### src/rtl/pito_pkg.sv
`default_nettype none

package pito_pkg;

    // ==================================================================
    // sizes
    // ==================================================================
    localparam int xlen = 32;

    typedef logic [4:0]      reg_addr_t;
    typedef logic [xlen-1:0] word_t;
    typedef logic [31:0]     instr_t;
    typedef logic [31:0]     pc_t;

    // hart count bound, structs carry a hart field this wide
    localparam int max_harts = 8;
    typedef logic [$clog2(max_harts)-1:0] hart_t;

    // fetch to commit in cycles, harts must outnumber it
    localparam int pipe_depth = 4;

    // each hart owns 64 code words, base = hart * 256 bytes
    localparam int hart_span_words = 64;
    localparam int imem_words      = max_harts * hart_span_words;
    typedef logic [$clog2(imem_words)-1:0] imem_addr_t;

    localparam int dmem_words = 256;
    typedef logic [$clog2(dmem_words)-1:0] dmem_addr_t;

    // ==================================================================
    // encodings
    // ==================================================================
    typedef enum logic [3:0] {
        op_nop, op_add, op_sub, op_and, op_or, op_xor, op_addi,
        op_lui, op_lw, op_sw, op_beq, op_bne, op_jal
    } op_e;

    // rv32 major opcodes
    localparam logic [6:0] opc_op     = 7'b0110011;
    localparam logic [6:0] opc_op_imm = 7'b0010011;
    localparam logic [6:0] opc_lui    = 7'b0110111;
    localparam logic [6:0] opc_load   = 7'b0000011;
    localparam logic [6:0] opc_store  = 7'b0100011;
    localparam logic [6:0] opc_branch = 7'b1100011;
    localparam logic [6:0] opc_jal    = 7'b1101111;

    // funct3 / funct7
    localparam logic [2:0] f3_add_sub = 3'b000;
    localparam logic [2:0] f3_xor     = 3'b100;
    localparam logic [2:0] f3_or      = 3'b110;
    localparam logic [2:0] f3_and     = 3'b111;
    localparam logic [2:0] f3_word    = 3'b010;
    localparam logic [2:0] f3_beq     = 3'b000;
    localparam logic [2:0] f3_bne     = 3'b001;
    localparam logic [6:0] f7_base    = 7'b0000000;
    localparam logic [6:0] f7_sub     = 7'b0100000;

    // ==================================================================
    // stage structs
    // ==================================================================
    typedef struct packed {
        logic      valid;
        hart_t     hart;
        op_e       op;
        reg_addr_t rd;
        word_t     rs1;
        word_t     rs2;
        word_t     imm;
        pc_t       pc;
    } dec_t;

    typedef struct packed {
        logic      valid;
        hart_t     hart;
        op_e       op;
        reg_addr_t rd;
        word_t     result;
        word_t     store_data;
        word_t     addr;
    } ex_t;

    typedef struct packed {
        logic  valid;
        hart_t hart;
        pc_t   pc;
    } redirect_t;

    typedef struct packed {
        logic      valid;
        hart_t     hart;
        reg_addr_t rd;
        word_t     data;
    } commit_t;

endpackage

`default_nettype wire

### src/rtl/pito_hart_ctrl.sv
`timescale 1ns/10ps
`default_nettype none

module pito_hart_ctrl import pito_pkg::*; #(
    parameter  int num_harts = 8,
    localparam int hart_w    = $clog2(num_harts)
) (
    input  wire logic              clk,
    input  wire logic              pito_io_rst_n,
    input  wire redirect_t         redirect,
    output pc_t                    fetch_pc,
    output logic [hart_w-1:0]      fetch_hart,
    output logic                   fetch_valid
);

    // a hart must retire before it issues again
    if (num_harts < pipe_depth + 1 || num_harts > max_harts) begin : g_bad_cfg
        $error("pito_hart_ctrl: num_harts out of range");
    end

    // ==================================================================
    // round robin hart counter
    // ==================================================================
    logic [hart_w-1:0] hart_cnt;
    logic              run_q;
    pc_t               pc_q [num_harts];

    // run_q holds the counter at 0 for the first cycle out of reset
    always_ff @(posedge clk) begin
        if (!pito_io_rst_n) begin
            hart_cnt <= '0;
            run_q    <= 1'b0;
        end else begin
            run_q <= 1'b1;
            if (run_q) begin
                // wrap on non power of two counts too
                if (hart_cnt == hart_w'(num_harts - 1)) begin
                    hart_cnt <= '0;
                end else begin
                    hart_cnt <= hart_cnt + 1'b1;
                end
            end
        end
    end

    // ==================================================================
    // per-hart program counters
    // ==================================================================
    // redirect always carries the full next pc of its hart
    always_ff @(posedge clk) begin
        if (!pito_io_rst_n) begin
            for (int h = 0; h < num_harts; h++) begin
                pc_q[h] <= pc_t'(h * hart_span_words * 4);
            end
        end else if (redirect.valid) begin
            pc_q[redirect.hart[hart_w-1:0]] <= redirect.pc;
        end
    end

    // fetch address of the hart in its slot
    assign fetch_pc    = pc_q[hart_cnt];
    assign fetch_hart  = hart_cnt;
    assign fetch_valid = run_q;

endmodule

`default_nettype wire

### config.mk
export PLATFORM = sky130hd
export DESIGN_NAME = pito_hart_ctrl
export DESIGN_NICKNAME = d
export VERILOG_FILES = /design/src/rtl/pito_pkg.sv /design/src/rtl/pito_hart_ctrl.sv
export SDC_FILE = /design/constraint.sdc
export NUM_CORES = 1
export LEC_CHECK = 0
export ABC_CLOCK_PERIOD_IN_PS = 5740
export BUFFER_PORTS_ARGS = -buffer_cell sky130_fd_sc_hd__buf_2
export CAP_MARGIN = 20
export CORE_UTILIZATION = 59
export DETAILED_ROUTE_END_ITERATION = 8
export HOLD_SLACK_MARGIN = 0.12
export PLACE_DENSITY = 0.78
export RECOVER_POWER = 25
export SYNTH_ARGS = -nofsm -noshare
export SYNTH_HDL_FRONTEND = slang
export SYNTH_SLANG_ARGS = --single-unit
### constraint.sdc
create_clock -name clk -period 5.74 [get_ports clk]
set_input_delay 0.574 -clock clk [delete_from_list [all_inputs] [get_ports clk]]
set_output_delay 0.574 -clock clk [all_outputs]
set_load 0.01 [all_outputs]
==> qor.yml, run 1 <==
clkPwrFrac_pct: 38.0
cp_data_arrival_time_ps: 3850
grt_pass1_vias: 6940
cts_tree: "yes"
post_dp_cell_area_um2: 12300
final_cell_area_um2: 13100
post_cts_resized: 0
numCtsBuffers: 26
path_clk_slew_ps: 60
startpoint_type: "input port"
synth_cells: 746
postCtsHoldBufs: 0
die_h_um: 143
ys_ff_latch: 263
fmaxAchievable_mhz: 271
synth_ff_type: "edfxtp_1"
cts_setup_buffers: 0
num_antenna_cells: 0
criticalPathCategory: "input port to flop"
period_share_pct: 64.3
leakagePower_uw: 0.00413
skew_ps: 7.83
seq_area_frac_synth_pct: 66.9
placementRows: 51
grtUsageTotal_pct: 26.3
tns_ps: 0
wirelength_um: 25500
drive_gt1_share_pct: 23.9
seqPwrFrac_pct: 53.2
drcViolationCount: 0
outcome: "completed"
critPathRequiredTime_ps: 5900
syn-num-nets: 786
hold_ws_ps: 404
dpl.hpwl_um: 14500
cts.htree.levels: 1
dr.pass1.iters: 8
vias: 6967
irDropWorstVdd_uv: 227
synth.distinct_cells: 24
hp-class: "input port to flop"
portBuffers: 73
antenna_left: 0
hold_violations: 0
p_comb_share_pct: 8.8
relSlewSlack_pct: 25.5
syn_area_um2: 11700
maxSlewViolCount: 0
wl_per_cell_um: 23.8
grt_max_degree: 69
nets: 829
power.internal_uw: 3330
place.gp.congestion: 0.749
switching_share_pct: 22.3
max-cap-violations: 0
worst_pin_slew_ps: 1110
synth_edf_count: 256
finalCriticalPeriod_ps: 3690
stdcell_count: 1074
core-area_um2: 19500
clock_latency_ps: 520
grt_overflow: 0
final_core_util_pct: 67.3
drtIter0Drc: 682
area_growth_pct: 12.0
clkSinkCount: 263
cts_buffer_depth: 3
cp_max_fo: 55
placed_cells: 1026
yosysWarnings: 0
grt_pass1_wl_um: 39600
p_sw_uw: 956
cp-end-kind: "flop"
die_w_um: 143
setup_violations: 0
via_per_inst: 6.49
rsz0062_at_grt: "false"
antenna_found_initial: 1
p_per_area_nw_per_um2: 327
dieArea_um2: 20400
initial_core_util_pct: 60.1
ios: 74
root_buffer: "clkbuf_16"
avgSynthCellArea_um2: 15.7
async_flop_share_pct: 0
==> cell usage in the layout, fill, tap and decap left out, types with 4 or more instances in the layout <==
cell	instances
nor3_1	244
clkinv_1	34
mux4_2	24
or3_1	12
dfxtp_1	4
edfxtp_1	256
clkbuf_16	27
buf_4	16
inv_1	4
clkinv_2	8
buf_2	68
clkbuf_1	11
mux4_1	40
o21ai_4	6
mux2_2	32
==> registers in the layout, summed over array words and instances, names as in the netlist, named ones only <==
| signal | count |
|---|---|
| pc_q | 256 |
| fetch_hart | 3 |
| fetch_valid | 1 |
==> worst max-delay path: stages <==
cell,delay [ps]
clkbuf_1,800
nand3b_1,460
buf_4,480
o21ai_0,950
buf_4,560
==> cells in the mapped netlist, types with 3 or more instances <==
cell      number  share of area (%)
buf_1          6               0.19
buf_2          9               0.39
buf_6          7               0.67
clkbuf_1      53                1.7
clkinv_1      29               0.93
dfxtp_1        7                1.2
edfxtp_1     256                 66
inv_1          4               0.13
mux2_2        32                3.1
mux4_1        40                9.0
mux4_2        24                4.6
nand2b_1       3               0.16
nor3_1       244                 10
o21ai_0        8               0.34
or3_1         12               0.64
==> cells by family (layout without fill, tap and decap cells) <==
| family | Yosys count | after routing | synth area share (%) |
|---|---|---|---|
| AND/OR/NAND/NOR | 266 | 266 | 11.6 |
| adder cells (fa/ha/maj) | 2 | 2 | 0.214 |
| multiplexers | 98 | 98 | 16.9 |
| flip-flops | 263 | 263 | 66.9 |
| AO/OA/AOI/OAI | 9 | 9 | 0.385 |
| buffers and inverters | 108 | 171 | 4.01 |
==> worst paths after layout <==
path	cells past startpoint	to	slack (ps)	startpoint
worst max-delay path	5	pc_q[2][28]$_SDFFCE_PN0P_	2050	pito_io_rst_n
worst max register to register	4	flop	4340	fetch_hart[0]$_SDFFE_PN0P_
worst min register to register	2	flop	530	fetch_hart[0]$_SDFFE_PN0P_
worst min-delay path	2	pc_q[7][8]$_SDFFCE_PN1P_	400	redirect[8]
==> power by group through the flow <==
stage	sequential, uW	combinational, uW	clock [uW]
after global placement	2310	368	0
after floorplan	2290	266	0
after global routing	2290	401	1710
after CTS	2280	380	1640
final	2280	377	1630
after detailed placement	2320	377	0
==> final cells by class <==
cell class	count	area (um^2)
fill	1290	6370
clock inverter	15	119
clock buffer	33	698
timing repair buffer	90	507
inverter	33	124
multi-input combinational	375	3480
sequential	263	7830
tap	265	332
==> per-layer routing <==
| layer | vias up | part of all wire (%) | track usage, % |
|---|---|---|---|
| met1 | 3460 | 39 | 36.0 |
| li1 | 3063 | - | - |
| met5 | - | 0 | 0 |
| met4 | 0 | 2.6 | 8.83 |
| met3 | 67 | 8.6 | 3.99 |
| met2 | 377 | 50 | 43.8 |
==> per-stage QoR <==
stage	worst slack, ps	total power (uW)
floorplan	1890	2550
global placement	2550	2680
detailed placement	2480	2700
CTS	2090	4300
global route	1780	4400
finish	2050	4290
Note: power is estimated with default switching activity, not from simulation.
==> inputs of run 2 (changes only) <==
--- a/config.mk
+++ b/config.mk
@@ -5,7 +5,8 @@
 export SDC_FILE = /design/constraint.sdc
 export NUM_CORES = 1
 export LEC_CHECK = 0
-export ABC_CLOCK_PERIOD_IN_PS = 5740
+export ABC_AREA = 1
+export ABC_CLOCK_PERIOD_IN_PS = 3760
 export BUFFER_PORTS_ARGS = -buffer_cell sky130_fd_sc_hd__buf_2
 export CAP_MARGIN = 20
 export CORE_UTILIZATION = 59
==> constraint.sdc (replaced) <==
create_clock -name clk -period 3.76 [get_ports clk]
set_input_delay 0.376 -clock clk [delete_from_list [all_inputs] [get_ports clk]]
set_output_delay 0.376 -clock clk [all_outputs]
set_load 0.01 [all_outputs]
==> qor.yml, run 2 <==
tns_ps: 0  # unchanged
antenna_found_initial: 0  # -1
numCtsBuffers: 27  # +3.8%
ys_ff_latch: 263  # unchanged
wl_per_cell_um: 16.6  # -30%
synth_ff_type: "edfxtp_1"
synthTopCellsByArea: "edfxtp_1 60%, nand2_1 13%, inv_1 8.8%"
synth_area_leader_cell: "edfxtp_1"
hold_ws_ps: 240  # -164 ps
violations: "capacitance limit, slew limit"
cp_max_fo: 32  # -42%
holdPathEnd: "pc_q[2][9]$_SDFFCE_PN1P_"
dpl.hpwl_um: 16400  # +13%
r2r_cells: 5  # +1
grt_pass1_wl_um: 47700  # +20%
syn-num-nets: 1512  # +92%
regMostFlops: "pc_q"
root_buffer: "clkbuf_16"
path_common_cell: "nor2_1"
netlist.area_leader.share_pct: 60.2  # -5.6 points
drcViolationCount: 0  # unchanged
path_cells: "clkbuf_1 -> nand2_1 -> nor2_1 -> clkinvlp_2 -> nor2_1 -> inv_2 -> nand2_2"
yosysMostFrequentCell: "nand2_1"
reg2reg_from: "fetch_hart[0]$_SDFFE_PN0P_"
drive_gt1_share_pct: 10.6  # -13 points
wirelength_um: 29900  # +17%
yosysWarnings: 0  # unchanged
seq_area_frac_synth_pct: 61.2  # -5.7 points
place.gp.congestion: 0.780  # +4.1%
cts_setup_buffers: 0  # unchanged
irDropWorstVdd_uv: 378  # +66%
worst_pin_slew_ps: 2120  # +1010 ps
p_per_area_nw_per_um2: 482  # +47%
reg2reg_slack_ps: 2600  # -1740 ps
hp-class: "input port to flop"
dieArea_um2: 22300  # +9.2%
outcome: "finished with violations"
cts.htree.levels: 1  # unchanged
synth_cells: 1472  # +97%
die_w_um: 149  # +4.5%
via_per_inst: 5.29  # -18%
avgSynthCellArea_um2: 8.68  # -45%
clock_latency_ps: 520  # about the same
vias: 9561  # +37%
rsz0062_at_grt: "false"
skew_ps: 2.07  # -5.77 ps
most-common-layout-cells: "434 x nand2_1, 297 x inv_1, 256 x edfxtp_1"
portBuffers: 73  # unchanged
path_clk_slew_ps: 60  # about the same
finalCriticalPeriod_ps: 2860
dr.pass1.iters: 7  # -1
antenna_left: 0  # unchanged
clkSinkCount: 263  # unchanged
hold_violations: 0  # unchanged
syn_area_um2: 12800  # +9.3%
startpoint_type: "input port"
hp-start: "redirect[34]"
grt_pass1_vias: 9626  # +39%
synth.distinct_cells: 20  # -17%
grt_overflow: 0  # unchanged
postCtsHoldBufs: 0  # unchanged
async_flop_share_pct: 0  # unchanged
setup_violations: 0  # unchanged
synth_edf_count: 256  # unchanged
critPathRequiredTime_ps: 3910  # -1990 ps
cts_tree: "yes"
relSlewSlack_pct: -41.1  # -67 points
maxSlewViolCount: 193  # +193
max-cap-violations: 6  # +6
cp_num_buf_inv: 3  # unchanged
largest_reg_flops: 256  # unchanged
area_growth_pct: 9.59
cp_slowest_stage_delay_ps: 720  # -230 ps
slowest_stage: "nand2_2"
crit_path_start: "pito_io_rst_n"
layout_commonest_cell: "nand2_1"
fmaxAchievable_mhz: 350
nets: 1557  # +88%
post_cts_resized: 0  # unchanged
cp-end-kind: "flop"
cp_data_arrival_time_ps: 3010  # -840 ps
drtIter0Drc: 696  # +2.1%
die_h_um: 149  # +4.5%
core-area_um2: 21200  # +8.7%
placementRows: 53  # +3.9%
min_path_cells: 3  # +1
ios: 74  # unchanged
criticalPathCategory: "input port to flop"
initial_core_util_pct: 60.4  # +0.34 points
cp_top_family: "simple AND/OR/NAND/NOR gates"
num_antenna_cells: 0  # unchanged
period_share_pct: 76.0
cts_buffer_depth: 3  # unchanged
grt_max_degree: 78  # +13%
leakagePower_uw: 0.00682  # +65%
synthTopCellsByCount: "441 x nand2_1, 298 x inv_1, 256 x edfxtp_1, 222 x nor2_1, 131 x nand3_1"
grtUsageTotal_pct: 27.9  # +1.6 points
## run 2: worst register-to-register path: stages (launching register included)
cell     delay (ps)
dfxtp_1         330
ha_1            210
ha_1            170
nor3_1          180
a21oi_1          70
nor2_1          120
## run 2: power by group
| part | total [uW] | internal, uW | switching [uW] |
|---|---|---|---|
| Clock | 2520 | 1430 | 1080 |
| Combinational | 781 | 227 | 555 |
| Sequential | 3450 | 3400 | 51.4 |
## run 2: cell families after synthesis
family	after synthesis	share of synthesized area (%)
AO/OA/AOI/OAI	3	0.117
adder cells (fa/ha/maj)	2	0.196
buffers and inverters	375	11.9
flip-flops	263	61.2
AND/OR/NAND/NOR	829	26.5
## run 2: layout make-up
class / count / area, um^2
clock buffers: 29 / 683
clock inverters: 16 / 126
fillers: 1662 / 7150
inverters: 302 / 1140
multi-input cells: 834 / 3410
flip-flops and latches: 263 / 7830
well taps: 275 / 344
repair buffers: 89 / 474
## run 2: stage by stage
stage	setup WS (ps)	utilization [%]	std cells	instance area (um^2)	power, uW
2_1_floorplan	1730	-	1472	12800	4030
3_3_place_gp	1270	62.7	1763	13300	4250
3_5_place_dp	1190	62.7	1763	13300	4290
4_1_cts	928	66.5	1808	14100	6770
5_1_grt	753	66.2	1808	14000	6980
6_report	902	66.2	1808	14000	6750
## run 2: layer usage
layer,up-vias,share of wire (%),global-route usage [%]
met4,0,3.0,11.6
met5,-,0,0
met2,406,49,48.2
met3,76,7.1,3.64
met1,4522,41,35.6
li1,4557,-,-
## run 2: how the worst max path moves through the flow
| stage | end | cells past startpoint | slack (ps) |
|---|---|---|---|
| after floorplan | pc_q[7][0]$_SDFFCE_PN0P_ | 7 | 1730 |
| after global placement | pc_q[5][13]$_SDFFCE_PN0P_ | 7 | 1270 |
| after detailed placement | pc_q[5][20]$_SDFFCE_PN0P_ | 7 | 1190 |
| after CTS | fetch_pc[24] | 8 | 930 |
| after global routing | pc_q[5][22]$_SDFFCE_PN0P_ | 7 | 750 |
| final | pc_q[5][22]$_SDFFCE_PN0P_ | 7 | 900 |
==> inputs of run 3 (changes only) <==
--- a/config.mk
+++ b/config.mk
@@ -6,7 +6,7 @@
 export NUM_CORES = 1
 export LEC_CHECK = 0
 export ABC_AREA = 1
-export ABC_CLOCK_PERIOD_IN_PS = 3760
+export ABC_CLOCK_PERIOD_IN_PS = 2700
 export BUFFER_PORTS_ARGS = -buffer_cell sky130_fd_sc_hd__buf_2
 export CAP_MARGIN = 20
 export CORE_UTILIZATION = 59
==> constraint.sdc (replaced) <==
create_clock -name clk -period 2.7 [get_ports clk]
set_input_delay 0.27 -clock clk [delete_from_list [all_inputs] [get_ports clk]]
set_output_delay 0.27 -clock clk [all_outputs]
set_load 0.01 [all_outputs]
==> qor.yml, run 3 (synthesis gave the netlist of run 2 again) <==
path_clk_slew_ps: 60  # about the same
tns_ps: 0  # unchanged
hold_violations: 0  # unchanged
antenna_left: 0  # unchanged
slowest_stage: "clkbuf_1"
maxSlewViolCount: 0  # -100%
ios: 74  # unchanged
period_share_pct: 91.8
hp-class: "input port to flop"
reg2reg_slack_ps: 1550  # -1050 ps
dpl.hpwl_um: 17400  # +6.1%
drive_gt1_share_pct: 11.8  # +1.3 points
skew_ps: 2.15  # +0.0822 ps
critPathRequiredTime_ps: 2980  # -930 ps
r2r_cells: 5  # unchanged
hold_ws_ps: 141  # -99.4 ps
dieArea_um2: 22300  # unchanged
clkPwrFrac_pct: 39.7  # +2.4 points
register_area_um2: 7830  # unchanged
switching_share_pct: 24.0  # -0.97 points
grt_pass1_vias: 9314  # -3.2%
portBuffers: 73  # unchanged
cp-end-kind: "flop"
path_cells: "dlygate4sd3_1 -> clkbuf_1 -> nand2_2 -> nor2_4 -> nand2_1 -> clkbuf_2 -> inv_1 -> nand2_1"
leakagePower_uw: 0.00702  # +2.9%
max-cap-violations: 0  # -6
crit_path_start: "pito_io_rst_n"
die_h_um: 149  # unchanged
path_common_cell: "nand2_1"
core-area_um2: 21200  # unchanged
relSlewSlack_pct: 32.5  # +74 points
grtUsageTotal_pct: 28.2  # +0.26 points
antenna_found_initial: 0  # unchanged
postLayoutSetupSlackWorst_ps: 221  # -680 ps
cts_buffer_depth: 3  # unchanged
outcome: "completed"
cts_tree: "yes"
initial_core_util_pct: 60.4  # unchanged
cp_data_arrival_time_ps: 2750  # -260 ps
grt_pass1_wl_um: 47600  # -0.19%
most-common-layout-cells: "435 x nand2_1, 297 x inv_1, 256 x edfxtp_1"
rsz0062_at_grt: "false"
dr.pass1.iters: 5  # -2
cts.htree.levels: 1  # unchanged
multi_input_area_um2: 3440  # +0.84%
clkSinkCount: 263  # unchanged
n_fill_cell: 1638  # -1.4%
p_sw_uw: 2370  # +40%
grt_max_degree: 129  # +65%
wirelength_um: 30500  # +1.8%
reg2reg_from: "fetch_hart[0]$_SDFFE_PN0P_"
clock_latency_ps: 530  # about the same
p_total_uw: 9840  # +46%
finalCriticalPeriod_ps: 2480
p_per_area_nw_per_um2: 684  # +42%
criticalPathCategory: "input port to flop"
fmaxAchievable_mhz: 403
regMostFlops: "pc_q"
placementRows: 53  # unchanged
setup_violations: 0  # unchanged
worst_pin_slew_ps: 1010  # -1100 ps
vias: 9562  # +0.010%
critical_path.endpoint: "pc_q[3][9]$_SDFFCE_PN1P_"
power.internal_uw: 7470  # +48%
root_buffer: "clkbuf_16"
startpoint_type: "input port"
num_antenna_cells: 0  # unchanged
area_growth_pct: 12.5
p_comb_share_pct: 11.5  # about the same
wl_per_cell_um: 16.7  # +0.59%
cp_max_fo: 31  # -3.1%
layout_commonest_cell: "nand2_1"
numCtsBuffers: 27  # unchanged
place_ws_ps: 681  # -510 ps
via_per_inst: 5.23  # -1.1%
drcViolationCount: 0  # unchanged
drtIter0Drc: 817  # +17%
place.gp.congestion: 0.819  # +4.9%
irDropWorstVdd_uv: 693  # +83%
largest_reg_flops: 256  # unchanged
grt_overflow: 0  # unchanged
nets: 1574  # +1.1%
die_w_um: 149  # unchanged
cp_slowest_stage_delay_ps: 590  # -130 ps
seqPwrFrac_pct: 48.8  # -2.4 points
run 3: cell count changes in the layout (fill, tap and decap cells not counted), moves of 3 or more:
cell       change
buf_2          -4
buf_4          +9
clkbuf_2       +5
bufinv_16      +4
buf_12         +7
nor2_1         -3
run 3: layer usage:
| layer | global-route usage, % | vias up | part of all wire (%) |
|---|---|---|---|
| met2 | 49.6 | 413 | 50 |
| li1 | - | 4596 | - |
| met5 | 0 | - | 0 |
| met4 | 9.44 | 0 | 3.2 |
| met3 | 3.70 | 66 | 8.0 |
| met1 | 36.0 | 4487 | 39 |
run 3: final cells by class:
class	count	share of cell area, %
Sequential cell	263	54.5
Multi-Input combinational cell	834	23.9
Inverter	302	7.91
Timing Repair Buffer	106	4.86
Clock buffer	30	4.78
Tap cell	275	2.39
Clock inverter	19	1.66
run 3: per-stage QoR:
stage / utilization [%] / std cells / cell area, um^2
5_1_grt: 68.0 / 1829 / 14400
4_1_cts: 68.1 / 1829 / 14400
2_1_floorplan: - / 1472 / 12800
6_report: 68.0 / 1829 / 14400
3_3_place_gp: 63.6 / 1778 / 13500
3_5_place_dp: 63.6 / 1778 / 13500
run 3: critical path: cells and delay by family:
family	cells	cell delay [ps]
and+or+nand+nor	4	560
buffers and inverters	4	1920
run 3: power by group through the flow:
stage | clock network (uW) | registers, uW | logic (uW)
finish | 3900 | 4800 | 1130
global route | 4100 | 4820 | 1260
CTS | 3940 | 4800 | 1130
detailed placement | 0 | 4890 | 1120
global placement | 0 | 4880 | 1090
floorplan | 0 | 4870 | 734
run 3: what timing repair did:
item | in CTS | in global routing
setup endpoints to repair | 0 | 0
resized for setup | 0 | 0
hold buffers | 2 | 0
hold endpoints to repair | 3 | 0
buffers inserted | 0 | 0
run 3: worst min path at each step:
stage,from,to,slack [ps],depth (start not counted)
finish,redirect[32],pc_q[2][9]$_SDFFCE_PN1P_,140,3
global route,redirect[32],pc_q[4][10]$_SDFFCE_PN1P_,140,3
CTS,redirect[32],pc_q[2][9]$_SDFFCE_PN1P_,120,3
detailed placement,fetch_hart[1]$_SDFFE_PN0P_,flop,540,2
global placement,fetch_hart[1]$_SDFFE_PN0P_,flop,540,2
floorplan,pito_io_rst_n,fetch_valid$_DFF_P_,300,0
